## config.mk

```make
export PLATFORM = sky130hd
export DESIGN_NAME = conv_window
export DESIGN_NICKNAME = d
export VERILOG_FILES = /design/src/rtl/conv_pkg.sv /design/src/rtl/conv_window.sv
export VERILOG_INCLUDE_DIRS = /design/src /design/src/rtl
export SDC_FILE = /design/constraint.sdc
export NUM_CORES = 1
export LEC_CHECK = 0
export BUFFER_PORTS_ARGS = -buffer_cell sky130_fd_sc_hd__buf_2
export CORE_MARGIN = 10
export CORE_UTILIZATION = 35
export CTS_CLUSTER_DIAMETER = 60
export CTS_CLUSTER_SIZE = 20
export DETAILED_ROUTE_END_ITERATION = 16
export PLACE_DENSITY = 0.63
export SLEW_MARGIN = 40
export SYNTH_ARGS = -nofsm -noshare
export SYNTH_HDL_FRONTEND = slang
export SYNTH_SLANG_ARGS = --single-unit
```

## constraint.sdc

```tcl
create_clock -name clk -period 2.38 [get_ports clk]
set_input_delay 0.119 -clock clk [delete_from_list [all_inputs] [get_ports clk]]
set_output_delay 0.119 -clock clk [all_outputs]
set_load 0.005 [all_outputs]
```

## src/rtl/conv_consts.svh

```systemverilog
`ifndef CONV_CONSTS_SVH
`define CONV_CONSTS_SVH

// frame geometry
`define CONV_IMG_WIDTH   8
`define CONV_IMG_HEIGHT  8

// 3x3 window
`define CONV_KERNEL      3
`define CONV_TAPS        9

`define CONV_CHANNELS    4

// Q8.8 data words
`define CONV_WORD        16
`define CONV_FRAC        8

// 36 weights followed by 4 biases
`define CONV_COEFF_COUNT 40

`endif

```

## src/rtl/conv_pkg.sv

```systemverilog
`include "conv_consts.svh"

package conv_pkg;

	// one Q8.8 word, for pixels, weights, biases and channel results
	typedef logic signed [`CONV_WORD-1:0] pixel_t;

	// wide enough for a full product or a partial sum
	typedef logic signed [2*`CONV_WORD-1:0] acc_t;

	// tap 0 is the oldest row's leftmost pixel
	typedef pixel_t [`CONV_TAPS-1:0] tap_vec_t;

	typedef pixel_t [`CONV_CHANNELS-1:0] chan_vec_t;

	// indexed [tap][channel]
	typedef pixel_t [`CONV_TAPS-1:0][`CONV_CHANNELS-1:0] weight_mat_t;
	typedef pixel_t [`CONV_TAPS-1:0][`CONV_CHANNELS-1:0] prod_mat_t;

	typedef logic [`CONV_WORD-1:0] coord_t;

endpackage

```

## src/rtl/conv_window.sv

```systemverilog
`timescale 1ns/1ns
`include "conv_consts.svh"

module conv_window (
	input  logic               clk,
	input  logic               rst,
	input  logic               en,
	input  logic               in_fire,
	input  conv_pkg::pixel_t   in_data,
	output logic               win_valid,
	output conv_pkg::tap_vec_t win,
	output conv_pkg::coord_t   win_row,
	output conv_pkg::coord_t   win_col,
	output logic               win_last
);

	import conv_pkg::*;

	localparam int EDGE  = `CONV_KERNEL - 1;
	localparam int COL_W = $clog2(`CONV_IMG_WIDTH);

	// row r-2 and row r-1, one word per column
	pixel_t row_top [`CONV_IMG_WIDTH];
	pixel_t row_mid [`CONV_IMG_WIDTH];

	pixel_t           col_in [`CONV_KERNEL];
	coord_t           col_cnt;
	coord_t           row_cnt;
	logic [COL_W-1:0] col_idx;
	logic             col_end;
	logic             row_end;
	logic             pos_ok;

	assign col_idx = col_cnt[COL_W-1:0];
	assign col_end = (col_cnt == coord_t'(`CONV_IMG_WIDTH - 1));
	assign row_end = (row_cnt == coord_t'(`CONV_IMG_HEIGHT - 1));
	assign pos_ok  = (row_cnt >= coord_t'(EDGE)) && (col_cnt >= coord_t'(EDGE));

	// new column entering the window, oldest row first
	assign col_in[0] = row_top[col_idx];
	assign col_in[1] = row_mid[col_idx];
	assign col_in[2] = in_data;

	always_ff @(posedge clk)
	begin
		if (in_fire)
		begin
			row_top[col_idx] <= row_mid[col_idx];
			row_mid[col_idx] <= in_data;
			for (int k = 0; k < `CONV_KERNEL; k++)
			begin
				for (int j = 0; j < EDGE; j++)
				begin
					win[k*`CONV_KERNEL + j] <= win[k*`CONV_KERNEL + j + 1];
				end
				win[k*`CONV_KERNEL + EDGE] <= col_in[k];
			end
			// position of the window's top-left corner
			win_row <= coord_t'(row_cnt - EDGE);
			win_col <= coord_t'(col_cnt - EDGE);
		end
	end

	// raster position of the next pixel
	always_ff @(posedge clk or posedge rst)
	begin
		if (rst)
		begin
			col_cnt <= '0;
			row_cnt <= '0;
		end
		else if (in_fire)
		begin
			if (col_end)
			begin
				col_cnt <= '0;
				if (row_end)
				begin
					row_cnt <= '0;
				end
				else
				begin
					row_cnt <= row_cnt + 1'b1;
				end
			end
			else
			begin
				col_cnt <= col_cnt + 1'b1;
			end
		end
	end

	always_ff @(posedge clk or posedge rst)
	begin
		if (rst)
		begin
			win_valid <= 1'b0;
			win_last  <= 1'b0;
		end
		else if (en)
		begin
			win_valid <= in_fire && pos_ok;
			win_last  <= in_fire && col_end && row_end;
		end
	end

	a_row_range: assert property (@(posedge clk) disable iff (rst)
		row_cnt < coord_t'(`CONV_IMG_HEIGHT));

endmodule

```

==> results.sh <==
export IMPL_status="finished, final reports clean"
export IMPL_port_buffers=197
export IMPL_power_total_mw=22.8
export IMPL_grt_pass1_vias=8808
export IMPL_clockRootBuffer="clkbuf_16"
export IMPL_die_area_um2=58400
export IMPL_p_per_area_nw_per_um2=1100
export IMPL_cp_end_kind="flop"
export IMPL_synth_distinct_cells=42
export IMPL_post_route_util_pct=42.4
export IMPL_track_usage_pct=11.9
export IMPL_synth_async_reset_ratio_pct=7.30
export IMPL_drt_initial_drc_count=589
export IMPL_core_area_um2=48700
export IMPL_seq_area_um2=13800
export IMPL_layout_commonest_cell="edfxtp_1"
export IMPL_min_path_type="input pin to async pin"
export IMPL_critPathMaxFanout=9
export IMPL_slew_limit_headroom_pct=51.2
export IMPL_clkTransAtPathRegs_ns=0.08
export IMPL_period_needed_ns=2.20
export IMPL_cts_sinks=466
export IMPL_fp_row_count=81
export IMPL_synthFlopType="edfxtp_1"
export IMPL_path_cells="or4_4, nor4_4, and2_2, nand2b_4, o41ai_2"
export IMPL_fmax_mhz=455
export IMPL_fin_tns_setup_ns=0
export IMPL_start_kind="flop"
export IMPL_numCtsBuffers=37
export IMPL_die_w_um=242
export IMPL_synth_cells=878
export IMPL_worstPathRequired_ns=2.85
export IMPL_crit_type="flop to flop"
export IMPL_h_tree_depth=2
export IMPL_arrival_ns=2.67
export IMPL_nets=1152
export IMPL_crit_slowest_cell="or4_4"
export IMPL_path_delay_family="simple AND/OR/NAND/NOR gates"
export IMPL_drtPass1Iterations=5
export IMPL_crit_buf_inv=0
export IMPL_slew_violations=0
export IMPL_ys_seq_elements=466
export IMPL_cts_tree="done"
export IMPL_antenna_left=0
export IMPL_syn2layout_area_growth_pct=20.2
export IMPL_vias=8417
export IMPL_setup_violations_final=0
export IMPL_cts_path_max_buffers=3
export IMPL_ir_worst_vdd_uv=630
export IMPL_wl_per_cell_um=19.4
export IMPL_cap_violations=0
export IMPL_preCtsSetupSlack_ns=0.148
export IMPL_final_cell_mix="edfxtp_1, buf_2, nand2_1"
export IMPL_routed_wl_mm=35.1
export IMPL_cpPeakStageDelay_ns=0.57
export IMPL_num_io_pins=198
export IMPL_die_y_um=242
export IMPL_grt_pass1_wl_mm=54.5
export IMPL_dp_hpwl_mm=21.1
export IMPL_synth_enable_flop_cells=432
export IMPL_ys_seq_area_share_pct=80.4
export IMPL_nFillCells=4245
export IMPL_skew_ns=0.0219
export IMPL_gp_congestion=0.807
export IMPL_syn_area_um2=17200
export IMPL_antenna_found_initial=1
export IMPL_avgViaCountPerCell=4.65
export IMPL_setup_ws_ns=0.182
export IMPL_worstMarginPinSlew_ns=0.732
export IMPL_drc_errors=0
export IMPL_holdWs_ns=0.201
export IMPL_p_leak_nw=7.50
export IMPL_multi_input_area_um2=3160
export IMPL_grt_overflow=0
export IMPL_hold_viol_final=0
export IMPL_drive_gt1_share_pct=32.6
export IMPL_rsz0062_at_grt="no"
export IMPL_yosysWarnings=0
export IMPL_clk_latency_ns=0.58
export IMPL_start_util_pct=35.3
export IMPL_syn_mean_instance_area_um2=19.6
export IMPL_fin_crit_sh_pct=92.4
export IMPL_synth_nets=909
export IMPL_diodes=0
export IMPL_grt_max_degree=130
-- worst reg2reg max path, cell delays in order (launching register included) --
cell	delay, ns
dfrtp_1	0.46
or4_4	0.57
nor4_4	0.36
and2_2	0.28
nand2b_4	0.12
o41ai_2	0.32
-- what timing repair did --
item / in CTS / in global routing
setup buffers: 0 / 0
endpoints found under the setup margin: 0 / 2
hold endpoints to repair: 167 / 0
hold buffers: 19 / 0
resized for setup: 0 / 2
-- cells by family (layout without fill, tap and decap cells) --
logic type	count (synthesis)	after routing	synth area share, %
buffers and inverters	55	325	1.37
AO/OA/AOI/OAI	30	30	1.16
flip-flops	466	466	80.4
XOR/XNOR	42	42	2.14
multiplexers	65	65	8.45
AND/OR/NAND/NOR	209	209	5.70
adder cells (fa/ha/maj)	11	11	0.800
-- metal layers --
| layer | wire [um] | up-vias | track usage (%) |
|---|---|---|---|
| li1 | - | 3889 | - |
| met1 | 14800 | 4275 | 15.2 |
| met2 | 17400 | 205 | 19.7 |
| met3 | 2050 | 46 | 3.02 |
| met4 | 757 | 2 | 3.74 |
| met5 | 8 | - | 0 |
-- synthesized netlist by cell type (2+ instances only) --
master / instances / area (um^2)
ha_1: 11 / 138
dfrtp_1: 34 / 851
or3_1: 2 / 12.5
o41ai_1: 2 / 17.5
o31ai_1: 6 / 45.0
o21ai_0: 14 / 70.1
and3_1: 10 / 62.6
xnor2_1: 24 / 210
or4_1: 4 / 30.0
buf_1: 12 / 45.0
nand3_1: 13 / 65.1
or4_4: 2 / 22.5
clkbuf_1: 22 / 82.6
nor3_1: 9 / 45.0
inv_1: 12 / 45.0
nor4_1: 3 / 18.8
xor2_1: 18 / 158
buf_6: 3 / 33.8
mux4_2: 64 / 1440
nand4_1: 8 / 50.1
o2111ai_1: 2 / 17.5
buf_2: 5 / 25.0
nand2_1: 116 / 435
a31oi_1: 2 / 12.5
edfxtp_1: 432 / 13000
nor2_1: 23 / 86.3
nor2b_1: 2 / 12.5
nand2b_1: 5 / 31.3
and2_1: 5 / 31.3
-- final timing paths --
path	slack [ns]	from	depth (start not counted)	to
hold reg to reg	0.44	win[32]	0	win[16]
max in group asynchronous	1.46	rst	4	row_cnt[14]
setup / recovery	0.18	col_cnt[6]	5	row_cnt[7]
setup reg to reg	0.18	col_cnt[6]	5	row_cnt[7]
min in group clk	0.34	en	3	win_last
hold / removal	0.20	rst	3	col_cnt[12]
-- cell type report --
class,count,share of cell area [%]
clock buffer,41,4.60
clock inverter,25,1.48
inverter,13,0.236
multi-input combinational,357,15.3
sequential,466,66.9
tap,664,4.02
timing repair buffer,246,7.49
-- flip-flops by register name (all words and copies together) (netlist names) --
name / count
win_last: 1
row_top: 128
row_cnt: 16
row_mid: 128
win_valid: 1
col_cnt: 16
win_col: 16
win_row: 16
win: 144
-- power breakdown --
part,leakage [nW],internal [mW],switching [mW]
registers,4.52,11.1,0.505
clock network,0.603,3.28,3.11
logic,2.37,1.93,2.83
total,7.50,16.3,6.45
-- through the flow --
| step | area, um^2 | instances |
|---|---|---|
| floorplan | 17200 | 878 |
| global placement | 19200 | 1727 |
| detailed placement | 19200 | 1727 |
| CTS | 20700 | 1812 |
| global route | 20700 | 1812 |
| finish | 20700 | 1812 |
Power figures use the tool's default switching activity.
