**config.mk**
```make
export PLATFORM = sky130hd
export DESIGN_NAME = channel_accumulate
export DESIGN_NICKNAME = d
export VERILOG_FILES = /design/src/rtl/conv_pkg.sv /design/src/rtl/channel_accumulate.sv
export VERILOG_INCLUDE_DIRS = /design/src /design/src/rtl
export SDC_FILE = /design/constraint.sdc
export NUM_CORES = 1
export LEC_CHECK = 0
export ABC_AREA = 1
export BUFFER_PORTS_ARGS = -buffer_cell sky130_fd_sc_hd__buf_2
export CORE_AREA = 4 4 300 302
export CTS_CLUSTER_DIAMETER = 120
export CTS_CLUSTER_SIZE = 28
export DETAILED_ROUTE_END_ITERATION = 6
export DIE_AREA = 0 0 304 306
export SETUP_SLACK_MARGIN = 0.15
export SLEW_MARGIN = 20
export SYNTH_ARGS = -nofsm -noshare
export SYNTH_HDL_FRONTEND = slang
export SYNTH_SLANG_ARGS = --single-unit
export TNS_END_PERCENT = 5
```
**constraint.sdc**
```tcl
create_clock -name clk -period 2 [get_ports clk]
set_clock_uncertainty 0.05 [all_clocks]
set_input_delay 0.2 -clock clk [delete_from_list [all_inputs] [get_ports clk]]
set_output_delay 0.2 -clock clk [all_outputs]
set_load 0.1 [all_outputs]
```
**src/rtl/conv_consts.svh**
```systemverilog
`ifndef CONV_CONSTS_SVH
`define CONV_CONSTS_SVH

// frame geometry
`define CONV_IMG_WIDTH   8
`define CONV_IMG_HEIGHT  8

// 3x3 window
`define CONV_KERNEL      3
`define CONV_TAPS        9

`define CONV_CHANNELS    4

// Q8.8 data words
`define CONV_WORD        16
`define CONV_FRAC        8

// 36 weights followed by 4 biases
`define CONV_COEFF_COUNT 40

`endif

```
**src/rtl/conv_pkg.sv**
```systemverilog
`include "conv_consts.svh"

package conv_pkg;

	// one Q8.8 word, for pixels, weights, biases and channel results
	typedef logic signed [`CONV_WORD-1:0] pixel_t;

	// wide enough for a full product or a partial sum
	typedef logic signed [2*`CONV_WORD-1:0] acc_t;

	// tap 0 is the oldest row's leftmost pixel
	typedef pixel_t [`CONV_TAPS-1:0] tap_vec_t;

	typedef pixel_t [`CONV_CHANNELS-1:0] chan_vec_t;

	// indexed [tap][channel]
	typedef pixel_t [`CONV_TAPS-1:0][`CONV_CHANNELS-1:0] weight_mat_t;
	typedef pixel_t [`CONV_TAPS-1:0][`CONV_CHANNELS-1:0] prod_mat_t;

	typedef logic [`CONV_WORD-1:0] coord_t;

endpackage

```
**src/rtl/channel_accumulate.sv**
```systemverilog
`timescale 1ns/1ns
`include "conv_consts.svh"

module channel_accumulate (
	input  logic                clk,
	input  logic                rst,
	input  logic                en,
	input  logic                prod_valid,
	input  conv_pkg::prod_mat_t prods,
	input  conv_pkg::coord_t    prod_row,
	input  conv_pkg::coord_t    prod_col,
	input  logic                prod_last,
	input  conv_pkg::chan_vec_t biases,
	output logic                out_valid,
	output conv_pkg::chan_vec_t out_data,
	output conv_pkg::coord_t    out_row,
	output conv_pkg::coord_t    out_col,
	output logic                out_last
);

	import conv_pkg::*;

	chan_vec_t sum_next;

	// taps paired 0..7, tap 8 paired with the bias
	always_comb
	begin
		acc_t pair [4];
		acc_t tail;
		acc_t total;
		for (int c = 0; c < `CONV_CHANNELS; c++)
		begin
			for (int p = 0; p < 4; p++)
			begin
				pair[p] = acc_t'(prods[2*p][c]) + acc_t'(prods[2*p + 1][c]);
			end
			tail = acc_t'(prods[8][c]) + acc_t'(biases[c]);
			total = (pair[0] + pair[1]) + (pair[2] + pair[3]) + tail;
			// wraps modulo one word
			sum_next[c] = pixel_t'(total);
		end
	end

	always_ff @(posedge clk or posedge rst)
	begin
		if (rst)
		begin
			out_valid <= 1'b0;
			out_last  <= 1'b0;
		end
		else if (en)
		begin
			out_valid <= prod_valid;
			out_last  <= prod_last;
		end
	end

	always_ff @(posedge clk)
	begin
		if (en)
		begin
			out_data <= sum_next;
			out_row  <= prod_row;
			out_col  <= prod_col;
		end
	end

	// result fields frozen while the consumer stalls
	a_hold: assert property (@(posedge clk) disable iff (rst)
		out_valid && !en |=> $stable(out_data) && $stable(out_row) && $stable(out_col));

endmodule

```
==> results.py, run 1 <==
metrics = {
    "run_status": {
        "status": "finished, violations left",
        "violations": "negative setup slack",
    },
    "clock_network": {
        "cts_buffers": 9,
        "numClockSinks": 98,
        "cts_buffer_depth": 2,
        "insertion_delay_ns": 0.39,
        "clock-root-buffer": "clkbuf_16",
        "cts_tree": "yes",
        "path_clk_slew_ns": 0.09,
        "htreeDepth": 3,
    },
    "floorplanning": {
        "io_pins": 775,
        "die_w_um": 304,
        "die_y_um": 306,
        "rows": 109,
        "core_area_um2": 87700,
        "start_util_pct": 20.7,
        "dieArea_um2": 93000,
    },
    "timing": {
        "hold_viol": 0,
        "setup_violations": 60,
        "post-route-period-util_pct": 208,
        "layout_min_cycle_time_ns": 4.16,
        "worst_slack_ns": -2.16,
        "maxSlewViolCount": 0,
        "maxSlewHeadroom_pct": 59.4,
        "setup_tns_ns": -106.24,
        "tightestPinTransition_ns": 0.613,
        "rsz0062_at_grt": "true",
        "max_freq_ghz": 0.240,
    },
    "routing": {
        "routed_wl_mm": 66.2,
        "post-route-drc-count": 0,
        "vias": 14733,
        "postRouteAntennaNets": 0,
        "wl_per_cell_um": 16.9,
        "drtIter0Drc": 554,
        "via_per_inst": 3.75,
        "drt_pass1_iterations": 4,
    },
    "setup_path": {
        "critPathLaunchType": "input port",
        "worst-path-max-fanout": 2,
        "path_cells": "buf_8 -> inv_4 -> fa_1 -> inv_2 -> fa_1 -> fa_1 -> inv_2 -> fa_1 -> inv_2 -> fa_1 -> buf_4 -> ha_4 -> a21oi_2 -> nand2_2 -> buf_6 -> nand2_2 -> nand3_2 -> nand2_1 -> nand2_1 -> a21oi_2 -> xnor2_2",
        "slowest_stage": "fa_1",
        "cpLargestDelayFamily": "adder cells",
        "r2r_end": "out_last$_DFFE_PP0P_",
        "crit_type": "in -> reg",
        "worst_setup_path_end_kind": "register",
        "rrSetupSlack_ns": 1.19,
        "crit_top_cell": "fa_1",
        "timing.rr.start": "out_last$_DFFE_PP0P_",
        "cp_slowest_stage_delay_ns": 0.56,
        "r2r_cells": 1,
        "cp.arrival_ns": 4.25,
        "path_buf_inv": 7,
        "required_ns": 2.09,
    },
    "final_layout": {
        "final_common_cell": "buf_2",
        "drive_above_1_share_pct": 40.5,
        "fin_nets": 3960,
        "stdcell_area_um2": 26200,
        "final_core_util_pct": 29.9,
        "layout.cells.most_common_list": "buf_2 (768), inv_1 (626), fa_1 (443)",
        "area_growth_pct": 44.3,
    },
    "placement": {
        "gp_congestion": 0.965,
        "port_buffers": 774,
        "place_area_um2": 24800,
        "dp_hpwl_mm": 61.4,
    },
    "grt": {
        "grt_max_degree": 53,
        "grtUsageTotal_pct": 14.2,
        "grt_first_pass_wirelength_mm": 98.3,
        "antenna_found_initial": 10,
        "grt_overflow": 0,
        "grt_pass1_vias": 16208,
    },
    "synth": {
        "synth.top_cells.by_area": "fa_1 (50%), edfxtp_1 (16%), inv_1 (13%)",
        "syn-num-nets": 2978,
        "synthArstFlopShare_pct": 2.04,
        "postSynthAreaPerCell_um2": 10.3,
        "synth-edff-count": 96,
        "ys_types": 36,
        "ys_ff_latch": 98,
        "synthFlopType": "edfxtp_1",
        "synth_top_area_share_pct": 50.3,
        "netlist_instances": 1769,
        "yosysSeqAreaShare_pct": 16.2,
        "synth_top_area_cell": "fa_1",
        "synth_area_um2": 18100,
        "ys.warnings.count": 0,
    },
    "worst_hold_path": {
        "hold_path_end": "out_data[32]$_DFFE_PP_",
        "hp-start": "biases[32]",
        "min_path_cells": 2,
        "hold_class": "in -> reg",
    },
    "run": {
        "drv_cap": 0,
    },
}
==> flip-flops by register name, indices dropped and copies added, names as in the netlist <==
signal / count
out_last: 1
out_col: 16
out_data: 64
out_valid: 1
out_row: 16
==> cell usage after synthesis (3+ instances only) <==
library cell	number
a21oi_1	43
nand3_2	4
o21ai_0	9
xor2_1	43
o21ai_2	3
fa_1	456
nand3b_1	9
a21o_1	8
o2111ai_1	3
xnor2_1	37
inv_1	645
o21ai_1	4
nand3_1	44
a21oi_2	7
nand2_1	207
nor2_1	37
nand4_1	6
edfxtp_1	96
a21oi_4	3
ha_1	76
nand2_2	9
==> metrics by stage <==
step / instances / hold WS [ns] / setup slack (ns)
final: 3928 / 0.0589 / -2.16
after global routing: 3925 / 0.0379 / -2.30
after CTS: 3919 / 0.0154 / -2.13
after detailed placement: 3865 / 0.0188 / -2.76
after global placement: 3865 / 0.0176 / -2.74
after floorplan: 1769 / -0.109 / -2.11
==> layout make-up <==
type                    count  area [um2]
inverters                 645        2420
diodes                      7        17.5
repair buffers            972        5550
flip-flops and latches     98        2930
clock buffers               9         225
multi-input cells        1025       13500
clock inverters             7        82.6
fillers                  9245       61500
well taps                1165        1460
==> worst max path at each step <==
stage               depth (start not counted)                endpoint  slack, ns        from
CTS                                        18  out_data[31]$_DFFE_PP_      -2.13  prods[403]
detailed placement                         17  out_data[31]$_DFFE_PP_      -2.76  prods[404]
global placement                           17  out_data[31]$_DFFE_PP_      -2.74  prods[404]
finish                                     21  out_data[10]$_DFFE_PP_      -2.16   prods[66]
floorplan                                  16  out_data[63]$_DFFE_PP_      -2.11  prods[434]
global route                               21  out_data[10]$_DFFE_PP_      -2.30   prods[66]
==> timing repair <==
action | in CTS | in global routing
hold buffers | 35 | 0
setup buffers | 3 | 2
pin swaps | 40 | 33
hold endpoints to repair | 36 | 0
gates resized for setup | 91 | 62
endpoints found under the setup margin | 60 | 60
==> metal layers <==
metal  vias up  part of all wire, %  global-route usage (%)
li1       7006                    -                       -
met1      7305                   45                    19.4
met2       368                   48                    23.3
met3        44                  5.7                    3.48
met4        10                  1.1                    2.44
met5         -                 0.23                   0.809
==> cell families (layout without fill, tap and decap cells) <==
logic type               count (synthesis)  in the layout  share of synthesized area (%)
AND/OR/NAND/NOR                        318            318                           7.46
adder cells (fa/ha/maj)                532            532                           55.5
XOR/XNOR                                82             82                           4.04
flip-flops                              98             98                           16.2
multiplexers                             2              2                          0.124
other                                    0              7                              0
AO/OA/AOI/OAI                           91             91                           3.30
buffers and inverters                  646           1633                           13.4
Power of run 1 is left out: the tool's default activity adds up to more than one toggle a clock period on the data nets, which glitch-free logic cannot reach.
==> inputs of run 2 (changes only) <==
CORE_AREA = 5 5 301 303   (was 4 4 300 302)
DIE_AREA = 0 0 306 308   (was 0 0 304 306)
GPL_TIMING_DRIVEN = 0   (was unset)
==> run 2 against run 1 <==
Effect of this change: the run still ends with negative setup slack left; design area shrank 3.2%; hold slack gained 0.017 ns; die area grew 1.3%; setup slack lost 0.074 ns; first-iteration DRC count shrank 4.0%; register-to-register slack is essentially flat; sequential share of layout area grew 0.37 points; global-route usage shrank 0.47 points; critical path depth shrank 2; critical endpoint is now out_data[15]$_DFFE_PP_; highest routed layer unchanged.
==> results.py, run 2 (same netlist as run 1, synthesis figures left out) <==
metrics = {
    "run_status": {
        "status": "finished, violations left",
        "violations": "negative setup slack",
    },
    "final_layout": {
        "stdcell_area_um2": 25300,
        "final_common_cell": "buf_2",
        "layout.cells.most_common_list": "buf_2 (768), inv_1 (627), fa_1 (429)",
        "largest_register_ffs": 64,
        "fin_nets": 3809,
        "reg.largest.list": "out_data x64, out_col x16, out_row x16",
        "drive_above_1_share_pct": 38.8,
        "top_register": "out_data",
        "area_growth_pct": 39.7,
    },
    "clock_network": {
        "insertion_delay_ns": 0.39,
        "numClockSinks": 98,
        "cts_tree": "yes",
        "cts_buffer_depth": 2,
        "clock-root-buffer": "clkbuf_16",
        "path_clk_slew_ns": 0.08,
        "htreeDepth": 3,
        "cts_buffers": 9,
    },
    "setup_path": {
        "cp.arrival_ns": 4.44,
        "worst_setup_path_end_kind": "register",
        "cp_slowest_stage_delay_ns": 0.57,
        "rrSetupSlack_ns": 1.18,
        "crit_type": "in -> reg",
        "slowest_stage": "fa_1",
        "path_cells": "buf_6 -> inv_2 -> fa_1 -> inv_2 -> fa_1 -> fa_1 -> fa_1 -> inv_2 -> fa_1 -> inv_2 -> ha_4 -> a21oi_4 -> o21ai_2 -> a21oi_2 -> nor2_2 -> nor2_4 -> buf_4 -> nand3_1 -> nand2_2",
        "required_ns": 2.20,
        "worst-path-max-fanout": 4,
        "crit_top_cell": "fa_1",
        "critPathLaunchType": "input port",
    },
    "routing": {
        "drtIter0Drc": 532,
        "postRouteAntennaNets": 0,
        "drt_pass1_iterations": 5,
        "routed_wl_mm": 66.2,
        "wl_per_cell_um": 17.5,
        "via_per_inst": 3.78,
        "post-route-drc-count": 0,
        "vias": 14315,
    },
    "timing": {
        "whs_ns": 0.0758,
        "maxSlewHeadroom_pct": 60.7,
        "hold_viol": 0,
        "worst_slack_ns": -2.23,
        "max_freq_ghz": 0.236,
        "tightestPinTransition_ns": 0.590,
        "maxSlewViolCount": 0,
        "post-route-period-util_pct": 212,
        "setup_violations": 60,
        "layout_min_cycle_time_ns": 4.23,
        "rsz0062_at_grt": "true",
    },
    "floorplanning": {
        "io_pins": 775,
        "die_w_um": 306,
        "core_area_um2": 87700,
        "rows": 109,
        "die_y_um": 308,
        "start_util_pct": 20.7,
        "dieArea_um2": 94200,
    },
    "placement": {
        "gp_congestion": 0.984,
        "port_buffers": 774,
        "dp_hpwl_mm": 60.8,
        "place_area_um2": 23600,
    },
    "grt": {
        "grt_pass1_vias": 15853,
        "grt_max_degree": 58,
        "grt_first_pass_wirelength_mm": 96.2,
        "grtUsageTotal_pct": 13.8,
        "grt_overflow": 0,
        "antenna_found_initial": 21,
    },
    "run": {
        "drv_cap": 0,
    },
    "worst_hold_path": {
        "hold_class": "in -> reg",
    },
}
run 2: timing repair:
action	CTS	global route
endpoints found under the hold margin	36	0
gates resized for setup	130	81
pin swaps	33	45
buffers inserted	2	8
setup endpoints to repair	60	60
hold buffers	35	0
run 2: final timing paths:
path,endpoint,depth (start not counted),startpoint
min in group asynchronous,out_last$_DFFE_PP0P_,3,rst
max reg2reg,out_valid$_DFFE_PP0P_,1,out_valid$_DFFE_PP0P_
max,out_data[15]$_DFFE_PP_,19,prods[134]
min reg2reg,out_last$_DFFE_PP0P_,1,out_last$_DFFE_PP0P_
min,out_data[48]$_DFFE_PP_,2,biases[48]
max in group asynchronous,out_valid$_DFFE_PP0P_,3,rst
run 2: area by class of cell:
class	count	area, um2
tap	1165	1460
clock inverter	6	96.3
fill	9236	62300
multi-input combinational	1025	13800
clock buffer	10	229
inverter	645	2420
buffer	1	11.3
timing repair buffer	820	4360
sequential	98	2930
antenna	14	35.0
run 2: worst max-delay path, delay by kind of cell:
family / cells / cell delay, ns
compound gates: 3 / 0.39
fa+ha+maj: 6 / 2.96
buf+inv: 6 / 0.40
simple gates: 4 / 0.48
run 2: per-stage QoR:
stage / TNS [ns] / setup slack, ns / cells / util, %
6_report: -102.68 / -2.23 / 3784 / 28.9
5_1_grt: -108.47 / -2.36 / 3778 / 28.9
4_1_cts: -100.70 / -2.18 / 3762 / 28.4
3_5_place_dp: -136.67 / -3.22 / 3709 / 26.9
3_3_place_gp: -214.95 / -3.21 / 3708 / 26.8
2_1_floorplan: -109.63 / -2.11 / 1769 / -
run 2: per-layer routing:
layer  up-vias  global-route usage [%]  share of wire (%)
met4         4                    3.03                1.7
met1      7154                    18.8                 44
met3        51                    3.47                6.2
li1       6709                       -                  -
met2       397                    22.2                 48
met5         -                       0              0.041
Power of run 2 is left out for the same reason.
