--- config.mk ---
export PLATFORM = sky130hd
export DESIGN_NAME = coeff_loader
export DESIGN_NICKNAME = d
export VERILOG_FILES = /design/src/rtl/conv_pkg.sv /design/src/rtl/coeff_loader.sv
export VERILOG_INCLUDE_DIRS = /design/src /design/src/rtl
export SDC_FILE = /design/constraint.sdc
export NUM_CORES = 1
export LEC_CHECK = 0
export BUFFER_PORTS_ARGS = -buffer_cell sky130_fd_sc_hd__buf_4
export CORE_AREA = 8 8 253 255
export DETAILED_ROUTE_END_ITERATION = 7
export DIE_AREA = 0 0 261 263
export HOLD_SLACK_MARGIN = 0.06
export PLACE_DENSITY = 0.56
export SYNTH_ARGS = -nofsm -noshare
export SYNTH_HDL_FRONTEND = slang
export SYNTH_SLANG_ARGS = --single-unit
--- constraint.sdc ---
create_clock -name clk -period 2.2 [get_ports clk]
set_clock_uncertainty 0.05 [all_clocks]
set_input_delay 0.11 -clock clk [delete_from_list [all_inputs] [get_ports clk]]
set_output_delay 0.11 -clock clk [all_outputs]
set_load 0.05 [all_outputs]
--- src/rtl/conv_consts.svh ---
`ifndef CONV_CONSTS_SVH
`define CONV_CONSTS_SVH

// frame geometry
`define CONV_IMG_WIDTH   8
`define CONV_IMG_HEIGHT  8

// 3x3 window
`define CONV_KERNEL      3
`define CONV_TAPS        9

`define CONV_CHANNELS    4

// Q8.8 data words
`define CONV_WORD        16
`define CONV_FRAC        8

// 36 weights followed by 4 biases
`define CONV_COEFF_COUNT 40

`endif

--- src/rtl/conv_pkg.sv ---
`include "conv_consts.svh"

package conv_pkg;

	// one Q8.8 word, for pixels, weights, biases and channel results
	typedef logic signed [`CONV_WORD-1:0] pixel_t;

	// wide enough for a full product or a partial sum
	typedef logic signed [2*`CONV_WORD-1:0] acc_t;

	// tap 0 is the oldest row's leftmost pixel
	typedef pixel_t [`CONV_TAPS-1:0] tap_vec_t;

	typedef pixel_t [`CONV_CHANNELS-1:0] chan_vec_t;

	// indexed [tap][channel]
	typedef pixel_t [`CONV_TAPS-1:0][`CONV_CHANNELS-1:0] weight_mat_t;
	typedef pixel_t [`CONV_TAPS-1:0][`CONV_CHANNELS-1:0] prod_mat_t;

	typedef logic [`CONV_WORD-1:0] coord_t;

endpackage

--- src/rtl/coeff_loader.sv ---
`timescale 1ns/1ns
`include "conv_consts.svh"

module coeff_loader (
	input  logic                  clk,
	input  logic                  rst,
	input  logic                  coeff_valid,
	input  conv_pkg::pixel_t      coeff_data,
	output logic                  coeff_ready,
	output logic                  coeff_loaded,
	output conv_pkg::weight_mat_t weights,
	output conv_pkg::chan_vec_t   biases
);

	localparam int CNT_W        = $clog2(`CONV_COEFF_COUNT + 1);
	localparam int WEIGHT_COUNT = `CONV_TAPS * `CONV_CHANNELS;

	logic [CNT_W-1:0] load_count;
	logic             load_fire;
	logic             is_weight;

	assign coeff_loaded = (load_count == CNT_W'(`CONV_COEFF_COUNT));
	assign coeff_ready  = !coeff_loaded;
	assign load_fire    = coeff_valid && coeff_ready;
	assign is_weight    = (load_count < CNT_W'(WEIGHT_COUNT));

	// word index stops at the full count
	always_ff @(posedge clk or posedge rst)
	begin
		if (rst)
		begin
			load_count <= '0;
		end
		else if (load_fire)
		begin
			load_count <= load_count + 1'b1;
		end
	end

	// weights arrive tap-major, channel-minor, then one bias per channel
	always_ff @(posedge clk)
	begin
		if (load_fire)
		begin
			if (is_weight)
			begin
				weights[load_count / `CONV_CHANNELS][load_count % `CONV_CHANNELS] <= coeff_data;
			end
			else
			begin
				biases[load_count - CNT_W'(WEIGHT_COUNT)] <= coeff_data;
			end
		end
	end

	// once loaded, the set stays fixed until reset
	a_no_reload: assert property (@(posedge clk) disable iff (rst)
		coeff_loaded |=> coeff_loaded && $stable(weights) && $stable(biases));

endmodule

==> impl_metrics.tcl, run 1 <==
set metrics [dict create \
    fp.dieArea_sq_um 68600 \
    cts.sinks 646 \
    dr.pass1.iters 5 \
    final_cells 2358 \
    die_w_um 261 \
    clock_path_buffers 3 \
    synth_cells 741 \
    grt_pass1_wl_um 90800 \
    layout_min_cycle_time_ps 2060 \
    critPathMaxFanout 5 \
    die_h_um 263 \
    viasPerCell 4.61 \
    routed_wirelength_um 67500 \
    routedWlPerCell_um 28.6 \
    place_congestion 0.785 \
    portBuffers 660 \
    grt_usage_pct 18.9 \
    fmax_mhz 485 \
    mostFrequentLayoutCell "buf_4" \
    ys_warn_count 0 \
    clk-insertion-delay-late_ps 580 \
    worst_pin_slew_ps 799 \
    fin_setup_tns_ps 0 \
    io_pins 661 \
    cp.arrival_ps 1900 \
    cts_tree "yes" \
    netlist_area_sq_um 19900 \
    ctsResizeCount 0 \
    p_seq_share_pct 51.1 \
    n_antenna_cell 0 \
    vias 10878 \
    end_kind "primary output" \
    dp.cells 2224 \
    start_kind "flop" \
    drcViolationCount 0 \
    cts.clk_slew.worst_paths_ps 60 \
    rsz0062_at_grt "false" \
    hold_path.class "input port to flop" \
    postCtsHoldBufs 16 \
    syn_avg_cell_area_sq_um 26.8 \
    final-setup-viol-count 0 \
    fill_cells 4995 \
    drive_gt1_share_pct 52.0 \
    grt_overflow 0 \
    ant_nets 0 \
    cts_buffers 66 \
    p_sw_share_pct 25.8 \
    finalHoldViolCount 0 \
    power_frac_comb_pct 11.2 \
    yosysSeqAreaShare_pct 97.5 \
    root_buffer "clkbuf_16" \
    power.share.clock_pct 37.7 \
    htree_num_levels 3 \
    synth.distinct_cells 27 \
    slew_viol_final 0 \
    p_int_uw 20800 \
    drt_iter0_markers 844 \
    synth_fp_nets 764 \
    regToRegSetupSlack_ps 210 \
    utilization_pct 47.4 \
    max-vdd-ir-drop_mv 0.622 \
    finalCritPeriodShare_pct 93.7 \
    grt_max_degree 41 \
    cts_setup_buffers 0 \
    power_density_nw_per_um2 985 \
    slew-limit-headroom_pct 46.7 \
    start_util_pct 33.1 \
    coreArea_sq_um 59900 \
    synth-seq-cells 646 \
    p_leak_uw 0.0105 \
    area_growth_pct 43.1 \
    cap_violations 0 \
    p_switching_uw 7220 \
    status "completed" \
    worstPathRequired_ps 2040 \
    antenna_found_initial 0 \
    final_cell_mix "701 x buf_4, 640 x edfxtp_1, 67 x clkbuf_16, 28 x nor2_1, 17 x clkinv_1" \
    nets 1549 \
    rows 90 \
    path_class "flop to primary output" \
    grt_pass1_vias 11351 \
    place_hpwl_um 42800 \
]
-- logic make-up after synthesis --
group / share of synthesized area (%)
xor+xnor: 0.214
flops: 97.5
compound gates: 0.120
fa+ha+maj: 0.252
simple gates: 1.63
buf+inv: 0.239
-- cells in the mapped netlist, drive strengths merged --
cell type	count	area, sq um
nand3	6	30.0
or2	2	12.5
ha	4	50.1
nand3b	1	7.51
clkbuf	3	11.3
nor2b	2	12.5
nand2b	2	12.5
dfrtp	6	150
xor2	1	8.76
and2b	1	7.51
buf	3	17.5
and3b	1	8.76
nand4	1	6.26
a31oi	1	12.5
or4	1	11.3
nand2	12	45.0
nor3b	1	7.51
inv	5	18.8
o21ai	1	5.00
nor2	43	161
o22ai	1	6.26
edfxtp	640	19200
xnor2	3	33.8
-- layout make-up --
cell class | instances | area (sq um) | share of cell area [%]
clock inverter | 41 | 315 | 1.11
clock buffer | 77 | 1710 | 6.03
tap | 782 | 978 | 3.44
multi-input combinational | 84 | 477 | 1.68
inverter | 5 | 18.8 | 0.0661
sequential | 646 | 19400 | 68.2
timing repair buffer | 723 | 5540 | 19.5
-- worst paths after layout --
kind                                start            end  depth (start not counted)
max in group asynchronous             rst  load_count[4]                          4
max                         load_count[1]   coeff_loaded                          5
min                        coeff_data[14]    weights[62]                          1
max reg2reg                 load_count[4]   weights[152]                          4
min in group asynchronous             rst  load_count[2]                          4
min reg2reg                 load_count[5]  load_count[5]                          1
-- per-layer routing --
metal  vias up  track usage [%]  part of all wire [%]  wire length [um]
met5         -                0                     0                 0
met4         0             6.83                   3.2              2160
met3        99             6.46                   9.1              6120
met2       594             32.9                    51             34500
met1      5661             21.4                    37             24700
li1       4524                -                     -                 -
-- metrics by stage --
stage                     instance area (sq um)  setup WS (ps)  hold WS [ps]  power [uW]
after detailed placement                  26200            171          13.3       17700
final                                     28400            138          75.5       28000
after floorplan                           19900            142          -149       16300
after global routing                      28400           5.81          64.3       28900
after global placement                    26200            295          1.37       17700
after CTS                                 28400           90.7          60.5       28300
-- sequential cells by signal, indices dropped and copies added (netlist names) --
name	cells
load_count	6
biases	64
weights	576
-- power by group through the flow --
stage	logic [uW]	registers, uW	clock network [uW]
finish	3120	14300	10600
floorplan	592	15700	0
global placement	3130	14600	0
detailed placement	3150	14600	0
CTS	3180	14300	10800
global route	3270	14400	11300
-- critical path, stage by stage (launching register included) --
cell and delay, ps:
dfrtp_1 410, inv_1 130, ha_1 300, nand3_1 150, inv_2 110, buf_4 210
(Power assumes the default switching activity.)
==> run 2, diff against run 1 <==
- ABC_CLOCK_PERIOD_IN_PS: default -> 2650
- CORE_AREA: 8 8 253 255 -> 8 8 252 254
- DIE_AREA: 0 0 261 263 -> 0 0 260 262
- HOLD_SLACK_MARGIN: 0.06 -> 0.03
- PLACE_DENSITY: 0.56 -> 0.54
- clock period: 2.2 -> 2.65 ns (I/O delays scaled with it)
==> run 2 against run 1 <==
Against the previous run: register-to-register slack better by 230 ps; critical path depth unchanged; clock power down 14%; via count down 1.9%; clock-buffer cell count down 2; power down 16%; core utilization about the same; sequential share of layout area up 0.37 points; global-route usage down 0.35 points; cell count down 0.76%; sequential power down 17%; wire length down 1.4%; critical endpoint is now weights[66].
==> impl_metrics.tcl, run 2 (same netlist as run 1, synthesis figures left out) <==
set metrics [dict create \
    status "completed" \
    drcViolationCount 0 \
    cts.clk_slew.worst_paths_ps 60 \
    rows 90 \
    hold_path.class "input port to flop" \
    ant_nets 0 \
    slew_viol_final 0 \
    start_kind "flop" \
    viasPerCell 4.56 \
    dp.cells 2218 \
    finalHoldViolCount 0 \
    cts_tree "yes" \
    portBuffers 660 \
    final_cells 2340 \
    r2r-start "load_count[1]" \
    cap_violations 0 \
    place_hpwl_um 42400 \
    routedWlPerCell_um 28.4 \
    fmax_mhz 452 \
    worst_pin_slew_ps 775 \
    grt_pass1_wl_um 88000 \
    critPathMaxFanout 16 \
    regMostFlops "weights" \
    drive_gt1_share_pct 52.3 \
    clock_path_buffers 3 \
    path_class "flop to flop" \
    die_h_um 262 \
    clk-insertion-delay-late_ps 570 \
    cts_setup_buffers 0 \
    top_regs "weights: 576 flops, biases: 64 flops, load_count: 6 flops" \
    final-setup-viol-count 0 \
    routed_wirelength_um 66500 \
    io_pins 661 \
    power_density_nw_per_um2 832 \
    end_kind "flop" \
    n_antenna_cell 0 \
    worstSetupStartpoint "load_count[1]" \
    mostFrequentLayoutCell "buf_4" \
    cp.arrival_ps 2430 \
    coreArea_sq_um 59600 \
    grt_overflow 0 \
    fill_cells 4974 \
    dr.pass1.iters 5 \
    rsz0062_at_grt "false" \
    htree_num_levels 3 \
    layout_min_cycle_time_ps 2210 \
    root_buffer "clkbuf_16" \
    regToRegSetupSlack_ps 440 \
    finalCritPeriodShare_pct 83.4 \
    largest_reg_flops 576 \
    ctsResizeCount 0 \
    worst_hold_slack_ps 71.7 \
    area_growth_pct 42.3 \
    cts_buffers 67 \
    grt_usage_pct 18.6 \
    fin_setup_tns_ps 0 \
    slew-limit-headroom_pct 48.4 \
    nets 1531 \
    antenna_found_initial 1 \
    die_w_um 260 \
    grt_pass1_vias 11150 \
    max-vdd-ir-drop_mv 0.827 \
    grt_max_degree 41 \
    p_leak_uw 0.0105 \
    cts.sinks 646 \
    drt_iter0_markers 795 \
    place_congestion 0.804 \
    worstPathRequired_ps 2870 \
    vias 10667 \
    fp.dieArea_sq_um 68100 \
    min_from "coeff_data[10]" \
    final_cell_mix "701 x buf_4, 640 x edfxtp_1, 68 x clkbuf_16, 36 x nor2_1, 14 x clkinv_2" \
    start_util_pct 33.3 \
]
==> run 2: repair_timing <==
item | CTS | global route
hold buffers | 3 | 0
setup endpoints to repair | 0 | 0
endpoints found under the hold margin | 11 | 0
==> run 2: layout make-up <==
type	instances	area (sq um)	area share (%)
Multi-Input combinational cell	84	457	1.62
Tap cell	782	978	3.46
Clock buffer	75	1730	6.11
Sequential cell	646	19400	68.5
Inverter	5	18.8	0.0664
Timing Repair Buffer	704	5290	18.7
Clock inverter	44	417	1.47
==> run 2: metrics by stage <==
stage	cell area (sq um)	setup slack, ps	utilization (%)	power, uW
6_report	28300	440	47.4	23500
4_1_cts	28300	432	47.4	23800
2_1_floorplan	19900	592	-	13500
3_3_place_gp	26100	530	43.8	14600
5_1_grt	28300	296	47.4	24200
3_5_place_dp	26100	444	43.8	14700
==> run 2: worst paths after layout <==
kind,to,cells after the start
setup / recovery,weights[66],5
hold / removal,weights[122],1
setup reg to reg,weights[66],5
hold reg to reg,load_count[4],1
max in group asynchronous,load_count[4],4
min in group asynchronous,load_count[3],4
==> run 2: critical path, cell delays in order (launching register included) <==
cell,delay (ps)
dfrtp_1,410
inv_1,140
ha_1,310
nand3_1,460
nor2_1,250
buf_4,260
==> run 2: routing by layer <==
layer	vias to the layer above	part of all wire [%]	global-route usage (%)
met5	-	0.027	0
met3	127	9.5	6.65
met4	2	3.9	7.94
li1	4490	-	-
met2	570	51	31.8
met1	5478	36	20.8
==> run 2: power by group <==
group	internal, uW	leakage (uW)	switching, uW
combinational	534	0.00359	1980
sequential	11700	0.00583	188
clock	5310	0.00104	3800
total	17500	0.0105	5970
==> run 3, diff against run 2 <==
- ABC_CLOCK_PERIOD_IN_PS: 2650 -> 2070
- CORE_AREA: 8 8 252 254 -> 8 8 247 249
- DIE_AREA: 0 0 260 262 -> 0 0 255 257
- PLACE_DENSITY: 0.54 -> 0.56
- clock period: 2.65 -> 2.07 ns (I/O delays scaled with it)
==> run 3 against run 2 <==
Against the previous run: power grew 27%; sequential power grew 28%; design area grew 0.73%; worst setup slack lost 340 ps; first-iteration DRC count grew 6.3%; sequential share of layout area shrank 0.50 points; flip-flop and latch count is the same; global-route usage grew 1.1 points; largest cell class unchanged.
==> impl_metrics.tcl, run 3 (same netlist as run 1, synthesis figures left out) <==
set metrics [dict create \
    status "completed" \
    cts_buffers 68 \
    routed_wirelength_um 67400 \
    max-vdd-ir-drop_mv 0.793 \
    ant_nets 0 \
    path_cells "buf_4 -> and2b_1 -> nand3_1 -> inv_2 -> buf_4" \
    dr.pass1.iters 4 \
    largest_reg_flops 576 \
    grt_max_degree 41 \
    antenna_found_initial 2 \
    clock_path_buffers 3 \
    coreArea_sq_um 57000 \
    root_buffer "clkbuf_16" \
    fp.dieArea_sq_um 65500 \
    worstPathRequired_ps 1920 \
    mostFrequentLayoutCell "buf_4" \
    slew-limit-headroom_pct 46.7 \
    worst_pin_slew_ps 800 \
    cts.clk_slew.worst_paths_ps 60 \
    worstSetupStartpoint "load_count[4]" \
    cp.arrival_ps 1820 \
    cp.depth 5 \
    drcViolationCount 0 \
    crit_path_max_incr_delay_ps 380 \
    r2r_cells 5 \
    end_kind "primary output" \
    grt_pass1_vias 11174 \
    cp.buffers_inverters 3 \
    slew_viol_final 0 \
    p_leak_uw 0.0105 \
    path_common_cell "buf_4" \
    seq_area_sq_um 19400 \
    multi_input_area_sq_um 472 \
    timing.rr.end "weights[395]" \
    die_h_um 257 \
    final-setup-viol-count 0 \
    layout_min_cycle_time_ps 1970 \
    rows 88 \
    fill_cells 4707 \
    r2r-start "load_count[1]" \
    routedWlPerCell_um 28.8 \
    regMostFlops "weights" \
    final_cell_mix "700 x buf_4, 640 x edfxtp_1, 70 x clkbuf_16, 31 x nor2_1, 16 x clkbuf_1" \
    start_util_pct 34.8 \
    finalCritPeriodShare_pct 95.2 \
    start_kind "flop" \
    drive_gt1_share_pct 52.1 \
    hold_path.class "input port to flop" \
    grt_overflow 0 \
    cts.sinks 646 \
    critPathMaxFanout 6 \
    nets 1549 \
    power_density_nw_per_um2 1050 \
    die_w_um 255 \
    drt_iter0_markers 845 \
    utilization_pct 49.9 \
    portBuffers 660 \
    grt_pass1_wl_um 89700 \
    path_class "flop to primary output" \
    area_growth_pct 43.4 \
    io_pins 661 \
    cts_tree "yes" \
    htree_num_levels 3 \
    top_regs "weights: 576 flops, biases: 64 flops, load_count: 6 flops" \
    cts_setup_buffers 0 \
    grt_usage_pct 19.6 \
    placed_area_sq_um 26300 \
    crit_slowest_cell "dfrtp_1" \
    worst_hold_slack_ps 46.5 \
    rsz0062_at_grt "false" \
    cap_violations 0 \
    place_congestion 0.797 \
    crit_end "coeff_loaded" \
    finalHoldViolCount 0 \
    clk-insertion-delay-late_ps 580 \
    crit_family "buffers and inverters" \
    fin_setup_tns_ps 0 \
    vias 10892 \
    fmax_mhz 507 \
    place_hpwl_um 43500 \
    fin_area_sq_um 28500 \
    viasPerCell 4.65 \
    regToRegSetupSlack_ps 190 \
]
[run 3: changes by cell type in the layout (fill, tap and decap cells not counted), moves of 2 or more]
cell,before,now
buf_12,0,11
inv_6,2,5
clkinvlp_4,5,2
nor2_2,7,12
bufinv_16,6,2
dlygate4sd3_1,3,10
clkbuf_1,7,16
nor2_1,36,31
clkbuf_16,68,70
clkinv_2,14,7
[run 3: layout make-up]
cell class                 count  area share, %
clock buffer                  86           6.36
clock inverter                33          0.914
sequential                   646           68.0
antenna                        1        0.00879
multi-input combinational     84           1.66
timing repair buffer         721           19.6
inverter                       5         0.0659
tap                          765           3.36
[run 3: metal layers]
layer,part of all wire (%),wire length [um],vias up,global-route usage [%]
met5,0,0,-,0
met4,2.4,1640,0,5.61
met3,11,7190,87,7.30
met2,51,34100,610,33.7
met1,36,24500,5670,22.8
li1,-,-,4525,-
[run 3: metrics by stage]
step / worst slack [ps] / std cells / total power, uW
after global routing: 4.10 / 2341 / 30900
after global placement: 165 / 2211 / 18900
after CTS: 31.9 / 2337 / 30200
after detailed placement: 115 / 2211 / 18900
final: 99.1 / 2341 / 29900
after floorplan: 12.2 / 741 / 17300
[run 3: how the worst min path moves through the flow]
stage	startpoint	endpoint	cells after the start
4_1_cts	coeff_data[3]	weights[67]	1
2_1_floorplan	rst	load_count[0]	1
3_5_place_dp	rst	load_count[3]	2
3_3_place_gp	rst	load_count[4]	2
6_report	coeff_data[14]	weights[414]	1
5_1_grt	coeff_data[14]	weights[414]	1
[run 3: what timing repair did]
item                                    CTS  global route
endpoints found under the hold margin    37            22
endpoints found under the setup margin    0             1
gates resized for setup                   0             1
hold buffers                              7             3
[run 3: where the power goes]
| group | leakage (uW) | internal, uW | switching (uW) |
|---|---|---|---|
| Clock | 0.00101 | 6490 | 4840 |
| Sequential | 0.00583 | 15000 | 221 |
| Combinational | 0.00369 | 805 | 2590 |
